`src/source/ps_cpld_cfg.svh`:
```
/* ps cpld register map configuration */

`ifndef PS_CPLD_CFG_SVH
`define PS_CPLD_CFG_SVH

// --------------------
// ctrlport geometry
`define PS_CPLD_BASE_ADDR      20'h00400
`define PS_CPLD_NUM_ADDRESSES  64
`define CTRLPORT_ADDR_W        20
`define CTRLPORT_DATA_W        32

// --------------------
// register indices, bit positions in the select vectors
`define REG_IDX_SIGNATURE        0
`define REG_IDX_REVISION         1
`define REG_IDX_OLDEST_REVISION  2
`define REG_IDX_SCRATCH          3
`define REG_IDX_GIT_HASH         4
`define REG_IDX_PL_DB            5
`define REG_IDX_DIO_DIRECTION    6
`define REG_IDX_CMI              7
`define PS_CPLD_NUM_REGS         8

// --------------------
// byte offsets from the base address
`define OFFSET_SIGNATURE        'h00
`define OFFSET_REVISION         'h04
`define OFFSET_OLDEST_REVISION  'h08
`define OFFSET_SCRATCH          'h0C
`define OFFSET_GIT_HASH         'h10
`define OFFSET_PL_DB            'h20
`define OFFSET_DIO_DIRECTION    'h30
`define OFFSET_CMI              'h3C

// response status codes
`define CTRL_STS_OKAY    2'd0
`define CTRL_STS_CMDERR  2'd1

// dio direction fields
`define DIO_DIRECTION_W      12
`define DIO_DIRECTION_A_LSB  0
`define DIO_DIRECTION_B_LSB  16

// cmi control/status bits
`define CMI_READY_BIT       0
`define CMI_OTHER_SIDE_BIT  31

// identity words, fixed at build
`define PS_CPLD_SIGNATURE     32'h0A522D27
`define CPLD_REVISION         32'h21060911
`define OLDEST_CPLD_REVISION  32'h21040100
`define PS_CPLD_GIT_HASH      32'hDEADBEEF

`endif
```
`src/source/ps_cpld_pkg.sv`:
```
/* ps cpld register types */

package ps_cpld_pkg;

  // --------------------
  // pl daughterboard word, write side
  // each action has a set flag and a clear flag
  typedef struct packed {
    logic [9:0] reserved_31_22;
    // reset pair, assert wins
    logic       assert_reset_db1;
    logic       assert_reset_db0;
    logic [1:0] reserved_19_18;
    logic       release_reset_db1;
    logic       release_reset_db0;
    logic       reserved_15;
    // clock pairs, disable wins
    logic       disable_pll_ref_clock;
    logic       disable_clock_db1;
    logic       disable_clock_db0;
    logic       reserved_11;
    logic       enable_pll_ref_clock;
    logic       enable_clock_db1;
    logic       enable_clock_db0;
    logic [7:0] reserved_7_0;
  } pl_db_cmd_t;

  // --------------------
  // pl daughterboard word, read side
  // reserved bits read back as zero
  typedef struct packed {
    logic [25:0] reserved_31_6;
    logic        db1_reset_asserted;
    logic        db0_reset_asserted;
    logic        reserved_3;
    logic        pll_ref_clock_enabled;
    logic        db1_clock_enabled;
    logic        db0_clock_enabled;
  } pl_db_status_t;

  // same 32-bit register, decoded per direction
  // writes go through cmd, reads through status
  typedef union packed {
    pl_db_cmd_t    cmd;
    pl_db_status_t status;
  } pl_db_word_u;

endpackage

```
`src/source/ps_cpld_regs.sv`:
```
/* ps cpld ctrlport registers */

`timescale 1ns/1ns

`include "ps_cpld_cfg.svh"

module ps_cpld_regs #(
  parameter logic [`CTRLPORT_ADDR_W-1:0] base_address = `PS_CPLD_BASE_ADDR
) (
  input  logic                        ctrlport_clk,
  input  logic                        ctrlport_rst,
  // ctrlport request
  input  logic                        req_wr,
  input  logic                        req_rd,
  input  logic [`CTRLPORT_ADDR_W-1:0] req_addr,
  input  logic [`CTRLPORT_DATA_W-1:0] req_data,
  // ctrlport response
  output logic                        resp_ack,
  output logic [1:0]                  resp_status,
  output logic [`CTRLPORT_DATA_W-1:0] resp_data,
  // board control
  output logic [1:0]                  db_clk_enable,
  output logic [1:0]                  db_reset,
  output logic                        pll_ref_clk_enable,
  output logic [`DIO_DIRECTION_W-1:0] dio_direction_a,
  output logic [`DIO_DIRECTION_W-1:0] dio_direction_b,
  output logic                        cmi_ready,
  input  logic                        cmi_other_side_detected
);

  import ps_cpld_pkg::*;

  logic [`PS_CPLD_NUM_REGS-1:0] wr_sel;
  logic [`PS_CPLD_NUM_REGS-1:0] rd_sel;
  logic                         respond;
  logic                         cmd_err;
  logic [`CTRLPORT_DATA_W-1:0]  scratch;
  logic [`CTRLPORT_DATA_W-1:0]  cmi_status;
  pl_db_word_u                  pl_db_status;

  // --------------------
  // request side, combinational
  ctrlport_decoder #(
    .base_address (base_address)
  ) i_decoder (
    .ctrlport_clk (ctrlport_clk),
    .ctrlport_rst (ctrlport_rst),
    .req_wr       (req_wr),
    .req_rd       (req_rd),
    .req_addr     (req_addr),
    .wr_sel       (wr_sel),
    .rd_sel       (rd_sel),
    .respond      (respond),
    .cmd_err      (cmd_err)
  );

  // register state, updated on the request edge
  board_ctrl_regs i_regs (
    .ctrlport_clk            (ctrlport_clk),
    .ctrlport_rst            (ctrlport_rst),
    .wr_sel                  (wr_sel),
    .req_data                (req_data),
    .cmi_other_side_detected (cmi_other_side_detected),
    .scratch                 (scratch),
    .db_clk_enable           (db_clk_enable),
    .db_reset                (db_reset),
    .pll_ref_clk_enable      (pll_ref_clk_enable),
    .dio_direction_a         (dio_direction_a),
    .dio_direction_b         (dio_direction_b),
    .cmi_ready               (cmi_ready),
    .pl_db_status            (pl_db_status),
    .cmi_status              (cmi_status)
  );

  // response side, one register stage
  ctrlport_responder i_responder (
    .ctrlport_clk    (ctrlport_clk),
    .ctrlport_rst    (ctrlport_rst),
    .respond         (respond),
    .cmd_err         (cmd_err),
    .rd_sel          (rd_sel),
    .scratch         (scratch),
    .pl_db_status    (pl_db_status),
    .dio_direction_a (dio_direction_a),
    .dio_direction_b (dio_direction_b),
    .cmi_status      (cmi_status),
    .resp_ack        (resp_ack),
    .resp_status     (resp_status),
    .resp_data       (resp_data)
  );

endmodule

```
`src/source/ctrlport_responder.sv`:
```
/* ctrlport response stage */

`timescale 1ns/1ns

`include "ps_cpld_cfg.svh"

module ctrlport_responder (
  input  logic                         ctrlport_clk,
  input  logic                         ctrlport_rst,
  input  logic                         respond,
  input  logic                         cmd_err,
  input  logic [`PS_CPLD_NUM_REGS-1:0] rd_sel,
  input  logic [`CTRLPORT_DATA_W-1:0]  scratch,
  input  ps_cpld_pkg::pl_db_word_u     pl_db_status,
  input  logic [`DIO_DIRECTION_W-1:0]  dio_direction_a,
  input  logic [`DIO_DIRECTION_W-1:0]  dio_direction_b,
  input  logic [`CTRLPORT_DATA_W-1:0]  cmi_status,
  output logic                         resp_ack,
  output logic [1:0]                   resp_status,
  output logic [`CTRLPORT_DATA_W-1:0]  resp_data
);

  logic [`CTRLPORT_DATA_W-1:0] dio_word;
  logic [`CTRLPORT_DATA_W-1:0] rd_word;

  // --------------------
  // dio fields at their bit positions
  // gaps between the fields read as zero
  always_comb begin
    dio_word = '0;
    dio_word[`DIO_DIRECTION_A_LSB +: `DIO_DIRECTION_W] = dio_direction_a;
    dio_word[`DIO_DIRECTION_B_LSB +: `DIO_DIRECTION_W] = dio_direction_b;
  end

  // --------------------
  // read mux
  // rd_sel is one-hot for a defined read, zero otherwise,
  // so writes and errors fall through to a zero word
  always_comb begin
    rd_word = '0;
    if (rd_sel[`REG_IDX_SIGNATURE]) begin
      rd_word = `PS_CPLD_SIGNATURE;
    end
    if (rd_sel[`REG_IDX_REVISION]) begin
      rd_word = `CPLD_REVISION;
    end
    if (rd_sel[`REG_IDX_OLDEST_REVISION]) begin
      rd_word = `OLDEST_CPLD_REVISION;
    end
    if (rd_sel[`REG_IDX_SCRATCH]) begin
      rd_word = scratch;
    end
    if (rd_sel[`REG_IDX_GIT_HASH]) begin
      rd_word = `PS_CPLD_GIT_HASH;
    end
    if (rd_sel[`REG_IDX_PL_DB]) begin
      // status view, write flags never read back
      rd_word = pl_db_status;
    end
    if (rd_sel[`REG_IDX_DIO_DIRECTION]) begin
      rd_word = dio_word;
    end
    if (rd_sel[`REG_IDX_CMI]) begin
      rd_word = cmi_status;
    end
  end

  // --------------------
  // response registers
  // one cycle after the request, no back-pressure
  always_ff @(posedge ctrlport_clk) begin
    if (ctrlport_rst) begin
      resp_ack    <= 1'b0;
      resp_status <= `CTRL_STS_OKAY;
    end else begin
      // out-of-window requests never raise respond
      resp_ack    <= respond;
      resp_status <= cmd_err ? `CTRL_STS_CMDERR : `CTRL_STS_OKAY;
    end
  end

  // data only means something while ack is high
  always_ff @(posedge ctrlport_clk) begin
    resp_data <= rd_word;
  end

  // an error ack never carries register data
  a_err_data_zero: assert property (@(posedge ctrlport_clk) disable iff (ctrlport_rst)
    resp_ack && resp_status == `CTRL_STS_CMDERR |-> resp_data == '0);

endmodule

```
`src/source/board_ctrl_regs.sv`:
```
/* board control register state */

`timescale 1ns/1ns

`include "ps_cpld_cfg.svh"

module board_ctrl_regs (
  input  logic                         ctrlport_clk,
  input  logic                         ctrlport_rst,
  input  logic [`PS_CPLD_NUM_REGS-1:0] wr_sel,
  input  ps_cpld_pkg::pl_db_word_u     req_data,
  input  logic                         cmi_other_side_detected,
  output logic [`CTRLPORT_DATA_W-1:0]  scratch,
  output logic [1:0]                   db_clk_enable,
  output logic [1:0]                   db_reset,
  output logic                         pll_ref_clk_enable,
  output logic [`DIO_DIRECTION_W-1:0]  dio_direction_a,
  output logic [`DIO_DIRECTION_W-1:0]  dio_direction_b,
  output logic                         cmi_ready,
  output ps_cpld_pkg::pl_db_word_u     pl_db_status,
  output logic [`CTRLPORT_DATA_W-1:0]  cmi_status
);

  import ps_cpld_pkg::*;

  logic [`CTRLPORT_DATA_W-1:0] wr_word;
  pl_db_cmd_t                  cmd_flags;

  // raw word for the plain fields, command view for the pl db flags
  assign wr_word   = req_data;
  assign cmd_flags = req_data.cmd;

  // next value of one controlled bit
  // the winning flag forces win_value, the other flag its inverse
  function automatic logic pair_update(
    input logic cur,
    input logic win_flag,
    input logic win_value,
    input logic lose_flag
  );
    if (win_flag) begin
      return win_value;
    end
    if (lose_flag) begin
      return ~win_value;
    end
    return cur;
  endfunction

  // --------------------
  // scratch
  always_ff @(posedge ctrlport_clk) begin
    if (wr_sel[`REG_IDX_SCRATCH]) begin
      scratch <= wr_word;
    end
  end

  // --------------------
  // control state
  always_ff @(posedge ctrlport_clk) begin
    if (ctrlport_rst) begin
      // daughterboards come up with clocks off and held in reset
      db_clk_enable      <= 2'b00;
      db_reset           <= 2'b11;
      pll_ref_clk_enable <= 1'b0;
      dio_direction_a    <= '0;
      dio_direction_b    <= '0;
      cmi_ready          <= 1'b0;
    end else begin
      if (wr_sel[`REG_IDX_PL_DB]) begin
        // disable beats enable
        db_clk_enable[0] <= pair_update(db_clk_enable[0], cmd_flags.disable_clock_db0,
                                        1'b0, cmd_flags.enable_clock_db0);
        db_clk_enable[1] <= pair_update(db_clk_enable[1], cmd_flags.disable_clock_db1,
                                        1'b0, cmd_flags.enable_clock_db1);
        pll_ref_clk_enable <= pair_update(pll_ref_clk_enable,
                                          cmd_flags.disable_pll_ref_clock,
                                          1'b0, cmd_flags.enable_pll_ref_clock);
        // assert beats release
        db_reset[0] <= pair_update(db_reset[0], cmd_flags.assert_reset_db0,
                                   1'b1, cmd_flags.release_reset_db0);
        db_reset[1] <= pair_update(db_reset[1], cmd_flags.assert_reset_db1,
                                   1'b1, cmd_flags.release_reset_db1);
      end
      if (wr_sel[`REG_IDX_DIO_DIRECTION]) begin
        dio_direction_a <= wr_word[`DIO_DIRECTION_A_LSB +: `DIO_DIRECTION_W];
        dio_direction_b <= wr_word[`DIO_DIRECTION_B_LSB +: `DIO_DIRECTION_W];
      end
      if (wr_sel[`REG_IDX_CMI]) begin
        cmi_ready <= wr_word[`CMI_READY_BIT];
      end
    end
  end

  // --------------------
  // read views
  always_comb begin
    pl_db_status = '0;
    pl_db_status.status.db0_clock_enabled     = db_clk_enable[0];
    pl_db_status.status.db1_clock_enabled     = db_clk_enable[1];
    pl_db_status.status.pll_ref_clock_enabled = pll_ref_clk_enable;
    pl_db_status.status.db0_reset_asserted    = db_reset[0];
    pl_db_status.status.db1_reset_asserted    = db_reset[1];
  end

  // other-side input goes straight through, not latched
  always_comb begin
    cmi_status = '0;
    cmi_status[`CMI_READY_BIT]      = cmi_ready;
    cmi_status[`CMI_OTHER_SIDE_BIT] = cmi_other_side_detected;
  end

  // conflicting flags in one write, the overriding flag must show next cycle
  a_pl_db_override: assert property (@(posedge ctrlport_clk) disable iff (ctrlport_rst)
    wr_sel[`REG_IDX_PL_DB] |=>
      (!$past(cmd_flags.disable_clock_db0 && cmd_flags.enable_clock_db0) ||
       !db_clk_enable[0]) &&
      (!$past(cmd_flags.disable_clock_db1 && cmd_flags.enable_clock_db1) ||
       !db_clk_enable[1]) &&
      (!$past(cmd_flags.disable_pll_ref_clock && cmd_flags.enable_pll_ref_clock) ||
       !pll_ref_clk_enable) &&
      (!$past(cmd_flags.assert_reset_db0 && cmd_flags.release_reset_db0) ||
       db_reset[0]) &&
      (!$past(cmd_flags.assert_reset_db1 && cmd_flags.release_reset_db1) ||
       db_reset[1]));

endmodule

```
`src/source/ctrlport_decoder.sv`:
```
/* ctrlport address decoder */

`timescale 1ns/1ns

`include "ps_cpld_cfg.svh"

module ctrlport_decoder #(
  // must be aligned to the window size
  parameter logic [`CTRLPORT_ADDR_W-1:0] base_address = `PS_CPLD_BASE_ADDR
) (
  input  logic                         ctrlport_clk,
  input  logic                         ctrlport_rst,
  input  logic                         req_wr,
  input  logic                         req_rd,
  input  logic [`CTRLPORT_ADDR_W-1:0]  req_addr,
  output logic [`PS_CPLD_NUM_REGS-1:0] wr_sel,
  output logic [`PS_CPLD_NUM_REGS-1:0] rd_sel,
  output logic                         respond,
  output logic                         cmd_err
);

  localparam int offset_w = $clog2(`PS_CPLD_NUM_ADDRESSES);

  // registers that accept a write
  localparam logic [`PS_CPLD_NUM_REGS-1:0] writable_mask = `PS_CPLD_NUM_REGS'(
    (1 << `REG_IDX_SCRATCH) | (1 << `REG_IDX_PL_DB) |
    (1 << `REG_IDX_DIO_DIRECTION) | (1 << `REG_IDX_CMI));

  logic [offset_w-1:0]          offset;
  logic                         in_window;
  logic                         rd_access;
  logic [`PS_CPLD_NUM_REGS-1:0] hit;
  logic [`PS_CPLD_NUM_REGS-1:0] wr_hit;

  // --------------------
  // window check
  // upper bits against the base, lower bits are the offset
  assign in_window = req_addr[`CTRLPORT_ADDR_W-1:offset_w] ==
                     base_address[`CTRLPORT_ADDR_W-1:offset_w];
  assign offset    = req_addr[offset_w-1:0];

  // one match bit per defined register
  // former serial number offsets match nothing
  always_comb begin
    hit = '0;
    hit[`REG_IDX_SIGNATURE]       = offset == `OFFSET_SIGNATURE;
    hit[`REG_IDX_REVISION]        = offset == `OFFSET_REVISION;
    hit[`REG_IDX_OLDEST_REVISION] = offset == `OFFSET_OLDEST_REVISION;
    hit[`REG_IDX_SCRATCH]         = offset == `OFFSET_SCRATCH;
    hit[`REG_IDX_GIT_HASH]        = offset == `OFFSET_GIT_HASH;
    hit[`REG_IDX_PL_DB]           = offset == `OFFSET_PL_DB;
    hit[`REG_IDX_DIO_DIRECTION]   = offset == `OFFSET_DIO_DIRECTION;
    hit[`REG_IDX_CMI]             = offset == `OFFSET_CMI;
  end

  // --------------------
  // selects and response flags
  // write wins, a read in the same cycle is dropped
  assign rd_access = req_rd & ~req_wr;
  assign wr_hit    = hit & writable_mask;

  assign wr_sel  = (req_wr & in_window) ? wr_hit : '0;
  assign rd_sel  = (rd_access & in_window) ? hit : '0;
  assign respond = (req_wr | req_rd) & in_window;

  // undefined offset, or write to a read-only register
  assign cmd_err = respond & (req_wr ? ~|wr_hit : ~|hit);

  // at most one register touched, never both directions at once
  a_sel_onehot: assert property (@(posedge ctrlport_clk) disable iff (ctrlport_rst)
    $onehot0(wr_sel) && $onehot0(rd_sel) && !(|wr_sel && |rd_sel));

endmodule

```
`config.mk`:
```
export PLATFORM = sky130hd
export DESIGN_NAME = ps_cpld_regs
export DESIGN_NICKNAME = d
export VERILOG_FILES = /design/src/source/ps_cpld_pkg.sv /design/src/source/ps_cpld_regs.sv /design/src/source/ctrlport_responder.sv /design/src/source/board_ctrl_regs.sv /design/src/source/ctrlport_decoder.sv
export VERILOG_INCLUDE_DIRS = /design/src /design/src/source
export SDC_FILE = /design/constraint.sdc
export NUM_CORES = 1
export LEC_CHECK = 0
export BUFFER_PORTS_ARGS = -buffer_cell sky130_fd_sc_hd__clkbuf_2
export CAP_MARGIN = 40
export CORE_ASPECT_RATIO = 0.9
export CORE_MARGIN = 2
export CORE_UTILIZATION = 57
export CTS_BUF_LIST = sky130_fd_sc_hd__clkbuf_16
export DETAILED_ROUTE_END_ITERATION = 10
export PLACE_DENSITY_LB_ADDON = 0.08
export SLEW_MARGIN = 20
export SYNTH_ARGS = -nofsm -noshare
export SYNTH_HDL_FRONTEND = slang
export SYNTH_HIERARCHICAL = 1
export SYNTH_SLANG_ARGS = --single-unit
export TNS_END_PERCENT = 1
```
`constraint.sdc`:
```
create_clock -name ctrlport_clk -period 8 [get_ports ctrlport_clk]
set_input_delay 1.6 -clock ctrlport_clk [delete_from_list [all_inputs] [get_ports ctrlport_clk]]
set_output_delay 1.6 -clock ctrlport_clk [all_outputs]
set_load 0.02 [all_outputs]
```
Yosys cells after proc, flatten, opt, wreduce, memory -nomap -nowiden. Cells that the tools add are included.

Register bits: 97. Bits in latches: 0. Bits in writable memories: 0. Memory bits (read-only): 0. Input port bits: 57. Output and inout port bits: 65. Memories kept: 0.

Add/sub/neg operators: 0. Multiply operators: 0. Divide/modulo/power cells: 0. $lt $le $gt $ge: 0. Equality and inequality tests: 8. Shift operators: 0. Mux-type cells: 67. Bitwise logic cells: 7. Reduce and logical (&&, ||, !) cells: 17.

Operators with widths (number): $mux 32 (5); $mux 30 (2); $mux 1 (57); $mux 28 (1); $eq 6x6->1 const B (3); $mux 8 (2); $eq 14x5->1 const B (1); $eq 6x4->1 const B (2); $reduce_and 2->1 (5); $reduce_bool 2->1 (5); $reduce_or 4->1 (2); $reduce_or 8->1 (1); $eq 6x3->1 const B (1); $eq 6x5->1 const B (1); $logic_not 6->1 (1); $and 1x1->1 (5); $reduce_or 3->1 (1); $logic_not 1->1 (2); $not 1->1 (1); $or 1x1->1 (1).

Longest topological paths before layout. Gate-level depths: netlist of run 1.

Word-level depth: 12. Depth in mapped cells: 9. Mapped depth without buffers: 6.

Hierarchy. The synthesis of run 1 kept the hierarchy.

Modules (own cells, without submodules): board_ctrl_regs (instances 1, cells each 194, area each 2536.2 sq um); ctrlport_responder (instances 1, cells each 223, area each 1762.9 sq um); ctrlport_decoder (instances 1, cells each 56, area each 405.4 sq um).

Worst setup path before layout of run 1. Ideal clock, no wire load.

Path kind: input -> register. Start: in req_addr[12]. End: reg i_regs.scratch[0], enable pin. Setup time: 416 ps. Arrival: 3547 ps. Required time: 7584 ps. Path slack: 4037 ps. Cell stages on the path: 4. Path buffers: 1. Cells stage by stage: nor4b_2 > nand4_2 > buf_6 > nor3_2.

Word-level cells in the longest chain between the ends: 3.

Ends and longest elaborated chain: from (decl) (RTL line ps_cpld_regs.sv:15) `` input logic [`CTRLPORT_ADDR_W-1:0] req_addr, ``; $eq 14x5->1 (RTL line ctrlport_decoder.sv:38) `` assign in_window = req_addr[`CTRLPORT_ADDR_W-1:offset_w] == ``; $and 1x1->1 (RTL line ctrlport_decoder.sv:62) `assign wr_sel = (req_wr & in_window) ? wr_hit : '0;`; $mux 8 (RTL line ctrlport_decoder.sv:62); named net wr_sel[3] (RTL line ps_cpld_regs.sv:33) `` logic [`PS_CPLD_NUM_REGS-1:0] wr_sel; ``; to (signal assigned) (RTL line board_ctrl_regs.sv:54) `scratch <= wr_word;`; to (decl) (RTL line board_ctrl_regs.sv:13) `` output logic [`CTRLPORT_DATA_W-1:0] scratch, ``.

The timed path passes the listed nets, and every way through them passes these cells. A chain may end at the register's enable or synchronous reset.

Final worst setup path of run 1.
Start: in req_addr[7]. End: reg i_responder.resp_data[24].

RTL lines: $eq 14x5->1 (RTL line ctrlport_decoder.sv:38); $and 1x1->1 (RTL line ctrlport_decoder.sv:63) `assign rd_sel = (rd_access & in_window) ? hit : '0;`; $mux 8 (RTL line ctrlport_decoder.sv:63); named net rd_sel[6] (RTL line ps_cpld_regs.sv:34) `` logic [`PS_CPLD_NUM_REGS-1:0] rd_sel; ``; $mux 32 (RTL line ctrlport_responder.sv:60) `` if (rd_sel[`REG_IDX_DIO_DIRECTION]) begin ``; to (signal assigned) (RTL line ctrlport_responder.sv:84) `resp_data <= rd_word;`; to (decl) (RTL line ctrlport_responder.sv:20) `` output logic [`CTRLPORT_DATA_W-1:0] resp_data ``.

The timed path passes the listed nets, and every way through them passes these cells.

==> results_dict.tcl, run 1 <==
set metrics [dict create \
    outcome "finished, final reports clean" \
    post-route-util_pct 65.9 \
    period_needed_ns 4.11 \
    ir_drop_v 0.000128 \
    clock_path_buffers 2 \
    post-route-period-util_pct 51.4 \
    portBuffers 120 \
    numCtsBuffers 9 \
    cts-resized-gates 0 \
    rows 31 \
    core_area_um2 7990 \
    swShare_pct 21.3 \
    switchingPower_uw 196 \
    postCtsHoldBufs 0 \
    tns_ns 0 \
    relSlewSlack_pct 44.9 \
    postCtsSetupRepairBufs 0 \
    hp-start "i_regs/dio_direction_a[8]$_SDFFE_PP0P_" \
    wl_per_cell_um 16.3 \
    dieArea_um2 8940 \
    ioPinCount 122 \
    viasPerCell 5.36 \
    grt_pass1_wl_um 17600 \
    path_clk_slew_ns 0.06 \
    min_path_type "reg2reg" \
    synth_warnings 6 \
    grt_pass1_vias 3556 \
    timing.rr.end "i_responder/resp_data[14]$_DFF_P_" \
    crit_chain "clkbuf_2, nor4_4, nand4_2, nor3_2, nor2b_2, buf_6, o2bb2ai_1, a21oi_1" \
    reg2reg_depth 3 \
    crit_family "simple AND/OR/NAND/NOR gates" \
    cellLeakagePower_uw 0.00211 \
    antennaDiodeCount 0 \
    drive_gt1_share_pct 28.2 \
    cp.required_ns 8.22 \
    cp.depth 8 \
    rsz0062_at_grt "no" \
    fill_cells 665 \
    multiInputGateArea_um2 1910 \
    ctsHtreeMaxLevel 3 \
    p_comb_share_pct 3.7 \
    place_ws_ns 3.58 \
    path_max_fanout 14 \
    critPathBufInv 2 \
    power_density_nw_per_um2 175 \
    antenna_found_initial 0 \
    layout_setup_ws_ns 3.89 \
    clock_latency_ns 0.34 \
    num_vias 3589 \
    fin_skew_ns 0.00871 \
    start_util_pct 58.5 \
    crit_path_end "i_responder/resp_data[24]$_DFF_P_" \
    p_clk_share_pct 41.5 \
    crit_type "in2reg" \
    cp-end-kind "register" \
    finalSetupViolCount 0 \
    die_w_um 99.4 \
    drc 0 \
    cts_tree "built" \
    drt_pre_antenna_iters 5 \
    die_h_um 89.9 \
    netlist_instances 468 \
    grt_max_degree 44 \
    cts_root_buffer "clkbuf_16" \
    startpoint "req_addr[7]" \
    seqPwrFrac_pct 54.7 \
    cts_sinks 96 \
    slew_viol_final 0 \
    wl_um 10900 \
    dp_hpwl_um 7300 \
    reg2reg_from "i_regs/scratch[14]$_DFFE_PP_" \
    drv_cap 0 \
    power_uw 919 \
    routabilityCongestion 0.790 \
    ant_nets 0 \
    hold_viol 0 \
    worst_setup_path_start_kind "primary input" \
    grtUsageTotal_pct 25.1 \
    internal_power_uw 723 \
    syn2layout_area_growth_pct 12.7 \
    reg2reg_slack_ns 7.00 \
    worstMarginPinSlew_ns 0.822 \
    fmax_ghz 0.243 \
    synth.avg_cell_area_um2 9.98 \
    max_stage_delay_ns 0.85 \
    synthesis.area_um2 4670 \
    regArea_um2 2240 \
    final_net_count 622 \
    cp_data_arrival_time_ns 4.33 \
    drtIter0Drc 227 \
    globalRouteOverflowTotal 0 \
    crit_slowest_cell "nor3_2" \
]
power by group through the flow:
stage	clock network [µW]	registers (µW)	logic [µW]
2_1_floorplan	0	514	35.0
3_3_place_gp	0	514	32.7
3_5_place_dp	0	514	33.6
4_1_cts	389	503	33.6
5_1_grt	406	502	38.8
6_report	382	503	34.4
registers in the layout (all words and copies together), names as in the netlist, 2 cells and up:
register,cells
i_responder/resp_data,32
i_regs/scratch,32
i_regs/dio_direction_a,12
i_regs/db_reset,2
i_regs/dio_direction_b,12
i_regs/db_clk_enable,2
worst min-delay path: cells and delay by family (launching register included):
family / cells / cell delay, ns
buffers and inverters: 1 / 0.05
AO/OA/AOI/OAI: 1 / 0.06
flip-flops: 1 / 0.32
layer usage:
metal | up-vias | GRT usage [%] | wire length, µm
li1 | 1753 | - | -
met2 | 148 | 42.8 | 5420
met3 | 14 | 6.45 | 818
met5 | - | 0 | 0
met4 | 0 | 8.11 | 158
met1 | 1674 | 30.9 | 4510
layout make-up:
cell class,instances,share of cell area (%)
sequential,96,42.6
multi-input combinational,316,36.3
timing repair buffer,128,12.7
clock buffer,9,4.28
tap,99,2.35
inverter,14,0.998
clock inverter,7,0.737
cell usage in the layout, fill, tap and decap left out, drive strengths merged, types with 2 or more instances in the layout:
cell	count
nand4	7
a221oi	2
o22ai	2
nor4b	2
a21oi	8
and3	7
or3	2
edfxtp	32
nor2	36
nand3	2
o311a	2
or2	2
conb	58
mux2i	25
a211oi	12
clkbuf	129
buf	8
nor3	10
dfxtp	64
nand2	32
nor4	6
o221ai	3
clkinv	3
a21boi	3
a221o	7
nor2b	6
o21ai	49
a22oi	20
o211ai	2
inv	17
worst min path at each step:
stage	endpoint	slack, ns	depth (start not counted)
global placement	i_responder/resp_data[8]$_DFF_P_	0.47	2
global route	i_responder/resp_data[8]$_DFF_P_	0.54	2
detailed placement	i_responder/resp_data[8]$_DFF_P_	0.47	2
CTS	i_responder/resp_data[8]$_DFF_P_	0.48	2
finish	i_responder/resp_data[8]$_DFF_P_	0.48	2
floorplan	i_responder/resp_data[4]$_DFF_P_	0.50	2
stage by stage:
step | instance area [µm²] | hold slack [ns] | std cells
floorplan | 4880 | 0.498 | 524
global placement | 4970 | 0.471 | 650
detailed placement | 5000 | 0.469 | 653
CTS | 5260 | 0.484 | 669
global route | 5260 | 0.536 | 669
finish | 5260 | 0.483 | 669
Note: power is estimated with default switching activity, not from simulation.
==> run 2, diff against run 1 <==
--- a/config.mk
+++ b/config.mk
@@ -6,11 +6,12 @@
 export SDC_FILE = /design/constraint.sdc
 export NUM_CORES = 1
 export LEC_CHECK = 0
+export ABC_AREA = 1
 export BUFFER_PORTS_ARGS = -buffer_cell sky130_fd_sc_hd__clkbuf_2
 export CAP_MARGIN = 40
 export CORE_ASPECT_RATIO = 0.9
 export CORE_MARGIN = 2
-export CORE_UTILIZATION = 57
+export CORE_UTILIZATION = 49
 export CTS_BUF_LIST = sky130_fd_sc_hd__clkbuf_16
 export DETAILED_ROUTE_END_ITERATION = 10
 export PLACE_DENSITY_LB_ADDON = 0.08
==> constraint.sdc (replaced) <==
create_clock -name ctrlport_clk -period 3.4 [get_ports ctrlport_clk]
set_input_delay 0.68 -clock ctrlport_clk [delete_from_list [all_inputs] [get_ports ctrlport_clk]]
set_output_delay 0.68 -clock ctrlport_clk [all_outputs]
set_load 0.02 [all_outputs]
==> results_dict.tcl, run 2 <==
set metrics [dict create \
    wl_um 11000 \
    power_uw 2280 \
    cts-resized-gates 0 \
    postCtsSetupRepairBufs 0 \
    rows 34 \
    drv_cap 0 \
    wl_per_cell_um 12.7 \
    slew_viol_final 0 \
    fmax_ghz 0.415 \
    cts_root_buffer "clkbuf_16" \
    cts_sinks 96 \
    final_common_cell "nand2_1" \
    ir_drop_v 0.000284 \
    num_vias 3946 \
    crit_type "in2reg" \
    ctsHtreeMaxLevel 3 \
    path_max_fanout 24 \
    postCtsHoldBufs 0 \
    drtIter0Drc 152 \
    period_needed_ns 2.41 \
    top_regs "i_regs/scratch: 32 flops, i_responder/resp_data: 32 flops" \
    cellLeakagePower_uw 0.00288 \
    clock_latency_ns 0.35 \
    dp_hpwl_um 7770 \
    antennaDiodeCount 0 \
    ioPinCount 122 \
    grt_max_degree 35 \
    die_h_um 99.5 \
    routabilityCongestion 0.768 \
    drt_pre_antenna_iters 4 \
    die_w_um 110 \
    min_path_type "reg2reg" \
    dieArea_um2 10900 \
    rsz0062_at_grt "no" \
    power_density_nw_per_um2 407 \
    globalRouteOverflowTotal 0 \
    fin_skew_ns 0.00900 \
    hold_viol 0 \
    portBuffers 120 \
    synthesis.area_um2 4960 \
    place_inst 855 \
    ant_nets 0 \
    grt_pass1_wl_um 17900 \
    stdcell_count 871 \
    worst_setup_path_start_kind "primary input" \
    cp-end-kind "register" \
    start_util_pct 50.9 \
    antenna_found_initial 0 \
    grt_pass1_vias 3713 \
    drive_gt1_share_pct 24.2 \
    syn2layout_area_growth_pct 12.7 \
    drc 0 \
    worstMarginPinSlew_ns 0.776 \
    relSlewSlack_pct 48.0 \
    grtUsageTotal_pct 21.3 \
    numCtsBuffers 9 \
    clock_path_buffers 2 \
    synth.avg_cell_area_um2 7.78 \
    path_clk_slew_ns 0.06 \
    cp.required_ns 3.62 \
    tns_ns 0 \
    post-route-period-util_pct 70.9 \
    final_net_count 797 \
    outcome "finished, final reports clean" \
    finalSetupViolCount 0 \
    netlist_instances 638 \
    cts_tree "built" \
    core_area_um2 9740 \
    viasPerCell 4.53 \
    cp_data_arrival_time_ns 2.63 \
    final_cell_mix "197 x nand2_1, 120 x clkbuf_2, 101 x nor2_1" \
    synth_warnings 6 \
]
==> run 2: power breakdown <==
part	switching (µW)	internal (µW)	total (µW)	leakage [µW]
combinational	54.8	35.0	89.8	0.00193
sequential	0.000888	1180	1180	0.000803
clock	434	570	1000	0.000150
total	489	1790	2280	0.00288
==> run 2: area by class of cell <==
cell class,count,area (µm²)
fillers,949,4150
flip-flops and latches,96,2240
multi-input cells,461,2070
repair buffers,127,653
clock buffers,9,225
inverters,45,174
well taps,126,158
clock inverters,7,68.8
==> run 2: per-layer routing <==
metal | share of wire [%] | vias up | GRT usage, %
li1 | - | 2071 | -
met1 | 46 | 1730 | 28.4
met2 | 45 | 127 | 34.0
met3 | 7.1 | 18 | 5.11
met4 | 1.8 | 0 | 7.11
met5 | 0 | - | 0
==> run 2: per-stage QoR <==
step	worst slack (ns)	area [µm²]	utilization (%)	hold slack, ns
global placement	0.776	5300	54.4	0.474
detailed placement	0.657	5300	54.4	0.471
finish	0.989	5590	57.4	0.478
CTS	1.01	5590	57.4	0.480
floorplan	0.564	5180	-	0.520
global route	0.795	5590	57.4	0.505
==> run 2: final timing paths <==
kind	startpoint	endpoint	slack (ns)	cells after the start
worst min-delay path	i_regs/db_reset[1]$_SDFFE_PP1P_	i_regs/db_reset[1]$_SDFFE_PP1P_	0.48	2
worst min register to register	i_regs/db_reset[1]$_SDFFE_PP1P_	i_regs/db_reset[1]$_SDFFE_PP1P_	0.48	2
worst max register to register	i_regs/scratch[8]$_DFFE_PP_	i_responder/resp_data[8]$_DFF_P_	2.48	8
worst max-delay path	req_addr[19]	i_responder/resp_data[6]$_DFF_P_	0.99	9
==> run 2: critical path, cell delays in order <==
cell and delay, ns:
clkbuf_2 0.08, nor2_1 0.13, nand2_2 0.09, nor2_4 0.16
nand4_4 0.21, nor2_2 0.53, inv_2 0.36, o21ai_0 0.29
o21ai_1 0.10
==> run 3, diff against run 2 <==
==> constraint.sdc (replaced) <==
create_clock -name ctrlport_clk -period 2.1 [get_ports ctrlport_clk]
set_input_delay 0.42 -clock ctrlport_clk [delete_from_list [all_inputs] [get_ports ctrlport_clk]]
set_output_delay 0.42 -clock ctrlport_clk [all_outputs]
set_load 0.02 [all_outputs]
==> results_dict.tcl, run 3 (synthesized netlist as in run 2, its figures left out) <==
set metrics [dict create \
    cellLeakagePower_uw 0.00292 \
    crit_family "simple AND/OR/NAND/NOR gates" \
    post-route-period-util_pct 85.0 \
    min_path_type "in2reg" \
    path_clk_slew_ns 0.06 \
    cts-resized-gates 0 \
    worst_setup_path_start_kind "primary input" \
    hold_viol 0 \
    ir_drop_v 0.000423 \
    ctsHtreeMaxLevel 3 \
    max_stage_delay_ns 0.33 \
    antenna_found_initial 0 \
    antennaDiodeCount 0 \
    period_needed_ns 1.79 \
    cts_tree "built" \
    die_w_um 110 \
    path_max_fanout 16 \
    cts_sinks 96 \
    cts_root_buffer "clkbuf_16" \
    final_common_cell "nand2_1" \
    num_vias 4017 \
    fin_skew_ns 0.00526 \
    syn2layout_area_growth_pct 14.8 \
    final_cell_mix "197 x nand2_1, 120 x clkbuf_2, 101 x nor2_1" \
    dieArea_um2 10900 \
    finalSetupViolCount 0 \
    portBuffers 120 \
    final_net_count 804 \
    rows 34 \
    dp_hpwl_um 7940 \
    routabilityCongestion 0.795 \
    fmax_ghz 0.560 \
    globalRouteOverflowTotal 0 \
    drtIter0Drc 170 \
    ant_nets 0 \
    ioPinCount 122 \
    layout_setup_ws_ns 0.315 \
    wl_per_cell_um 12.6 \
    critPathBufInv 3 \
    grt_pass1_vias 3713 \
    cp_data_arrival_time_ns 2.05 \
    numCtsBuffers 9 \
    slew_viol_final 0 \
    core_area_um2 9740 \
    tns_ns 0 \
    top_regs "i_regs/scratch: 32 flops, i_responder/resp_data: 32 flops" \
    viasPerCell 4.58 \
    cp.required_ns 2.37 \
    die_h_um 99.5 \
    cp-end-kind "register" \
    power_density_nw_per_um2 633 \
    worstMarginPinSlew_ns 0.599 \
    drv_cap 0 \
    crit_chain "clkbuf_2, or2_4, nor2_8, nand4_4, nor2_2, buf_12, inv_4, nor2_4, a22oi_1, o21ai_1" \
    fill_cells 940 \
    wl_um 11100 \
    crit_type "in2reg" \
    drc 0 \
    outcome "finished, final reports clean" \
    drive_gt1_share_pct 24.2 \
    rsz0062_at_grt "no" \
    postCtsHoldBufs 0 \
    start_util_pct 50.9 \
    place_ws_ns -0.0476 \
    postCtsSetupRepairBufs 0 \
    clock_latency_ns 0.34 \
    crit_slowest_cell "nor2_4" \
    drt_pre_antenna_iters 4 \
    clock_path_buffers 2 \
    grtUsageTotal_pct 21.1 \
    relSlewSlack_pct 60.0 \
    grt_max_degree 49 \
    grt_pass1_wl_um 17700 \
]
==> run 3: cell types whose count changed in the layout (fill, tap and decap cells not counted), sizes merged <==
cell / before / now
buf: 7 / 14
clkinv: 5 / 4
inv: 46 / 47
==> run 3: power by group <==
part           internal [µW]  switching (µW)  total [µW]
Sequential              1920         0.00159        1920
Clock                    902             644        1550
Combinational           56.7            89.9         147
Total                   2870             734        3610
==> run 3: area by class of cell <==
| cell class | instances | area, µm² | share of cell area (%) |
|---|---|---|---|
| Clock inverter | 7 | 55.1 | 0.967 |
| Timing Repair Buffer | 134 | 768 | 13.5 |
| Tap cell | 126 | 158 | 2.77 |
| Inverter | 45 | 174 | 3.05 |
| Sequential cell | 96 | 2240 | 39.4 |
| Clock buffer | 9 | 225 | 3.95 |
| Multi-Input combinational cell | 461 | 2070 | 36.4 |
==> run 3: routing by layer <==
layer  global-route usage [%]  part of all wire [%]  wire length, µm  vias up
met4                     5.45                  0.73               81        0
met5                        0                     0                0        -
met1                     28.1                    46             5030     1807
met3                     5.96                   6.0              667        8
met2                     33.9                    48             5270      111
li1                         -                     -                -     2091
==> run 3: metrics by stage <==
step	power [µW]	util [%]	hold slack [ns]	std cells	instance area, µm²
after floorplan	2100	-	0.491	694	5180
after global placement	2100	55.6	0.473	862	5420
after detailed placement	2100	55.6	0.477	862	5420
after CTS	3660	58.5	0.244	878	5700
after global routing	3750	58.5	0.239	878	5700
final	3610	58.5	0.260	878	5700
==> run 3: worst reg2reg max path, stage by stage, from the launching register on <==
cell and delay [ns]:
edfxtp_1 0.37, inv_1 0.06, nand2_1 0.04, nand2_1 0.06, nand2_1 0.04, nand2_1 0.06, nand2_1 0.05, nand2_1 0.05
nand2_1 0.04
==> run 3: final timing paths <==
kind / startpoint / end / slack, ns / cells after the start
worst max-delay path: req_addr[7] / i_responder/resp_data[21]$_DFF_P_ / 0.31 / 10
worst min-delay path: req_data[28] / i_regs/scratch[28]$_DFFE_PP_ / 0.26 / 1
worst max register to register: i_regs/scratch[8]$_DFFE_PP_ / i_responder/resp_data[8]$_DFF_P_ / 1.24 / 8
worst min register to register: i_regs/dio_direction_b[7]$_SDFFE_PP0P_ / i_regs/dio_direction_b[7]$_SDFFE_PP0P_ / 0.49 / 2
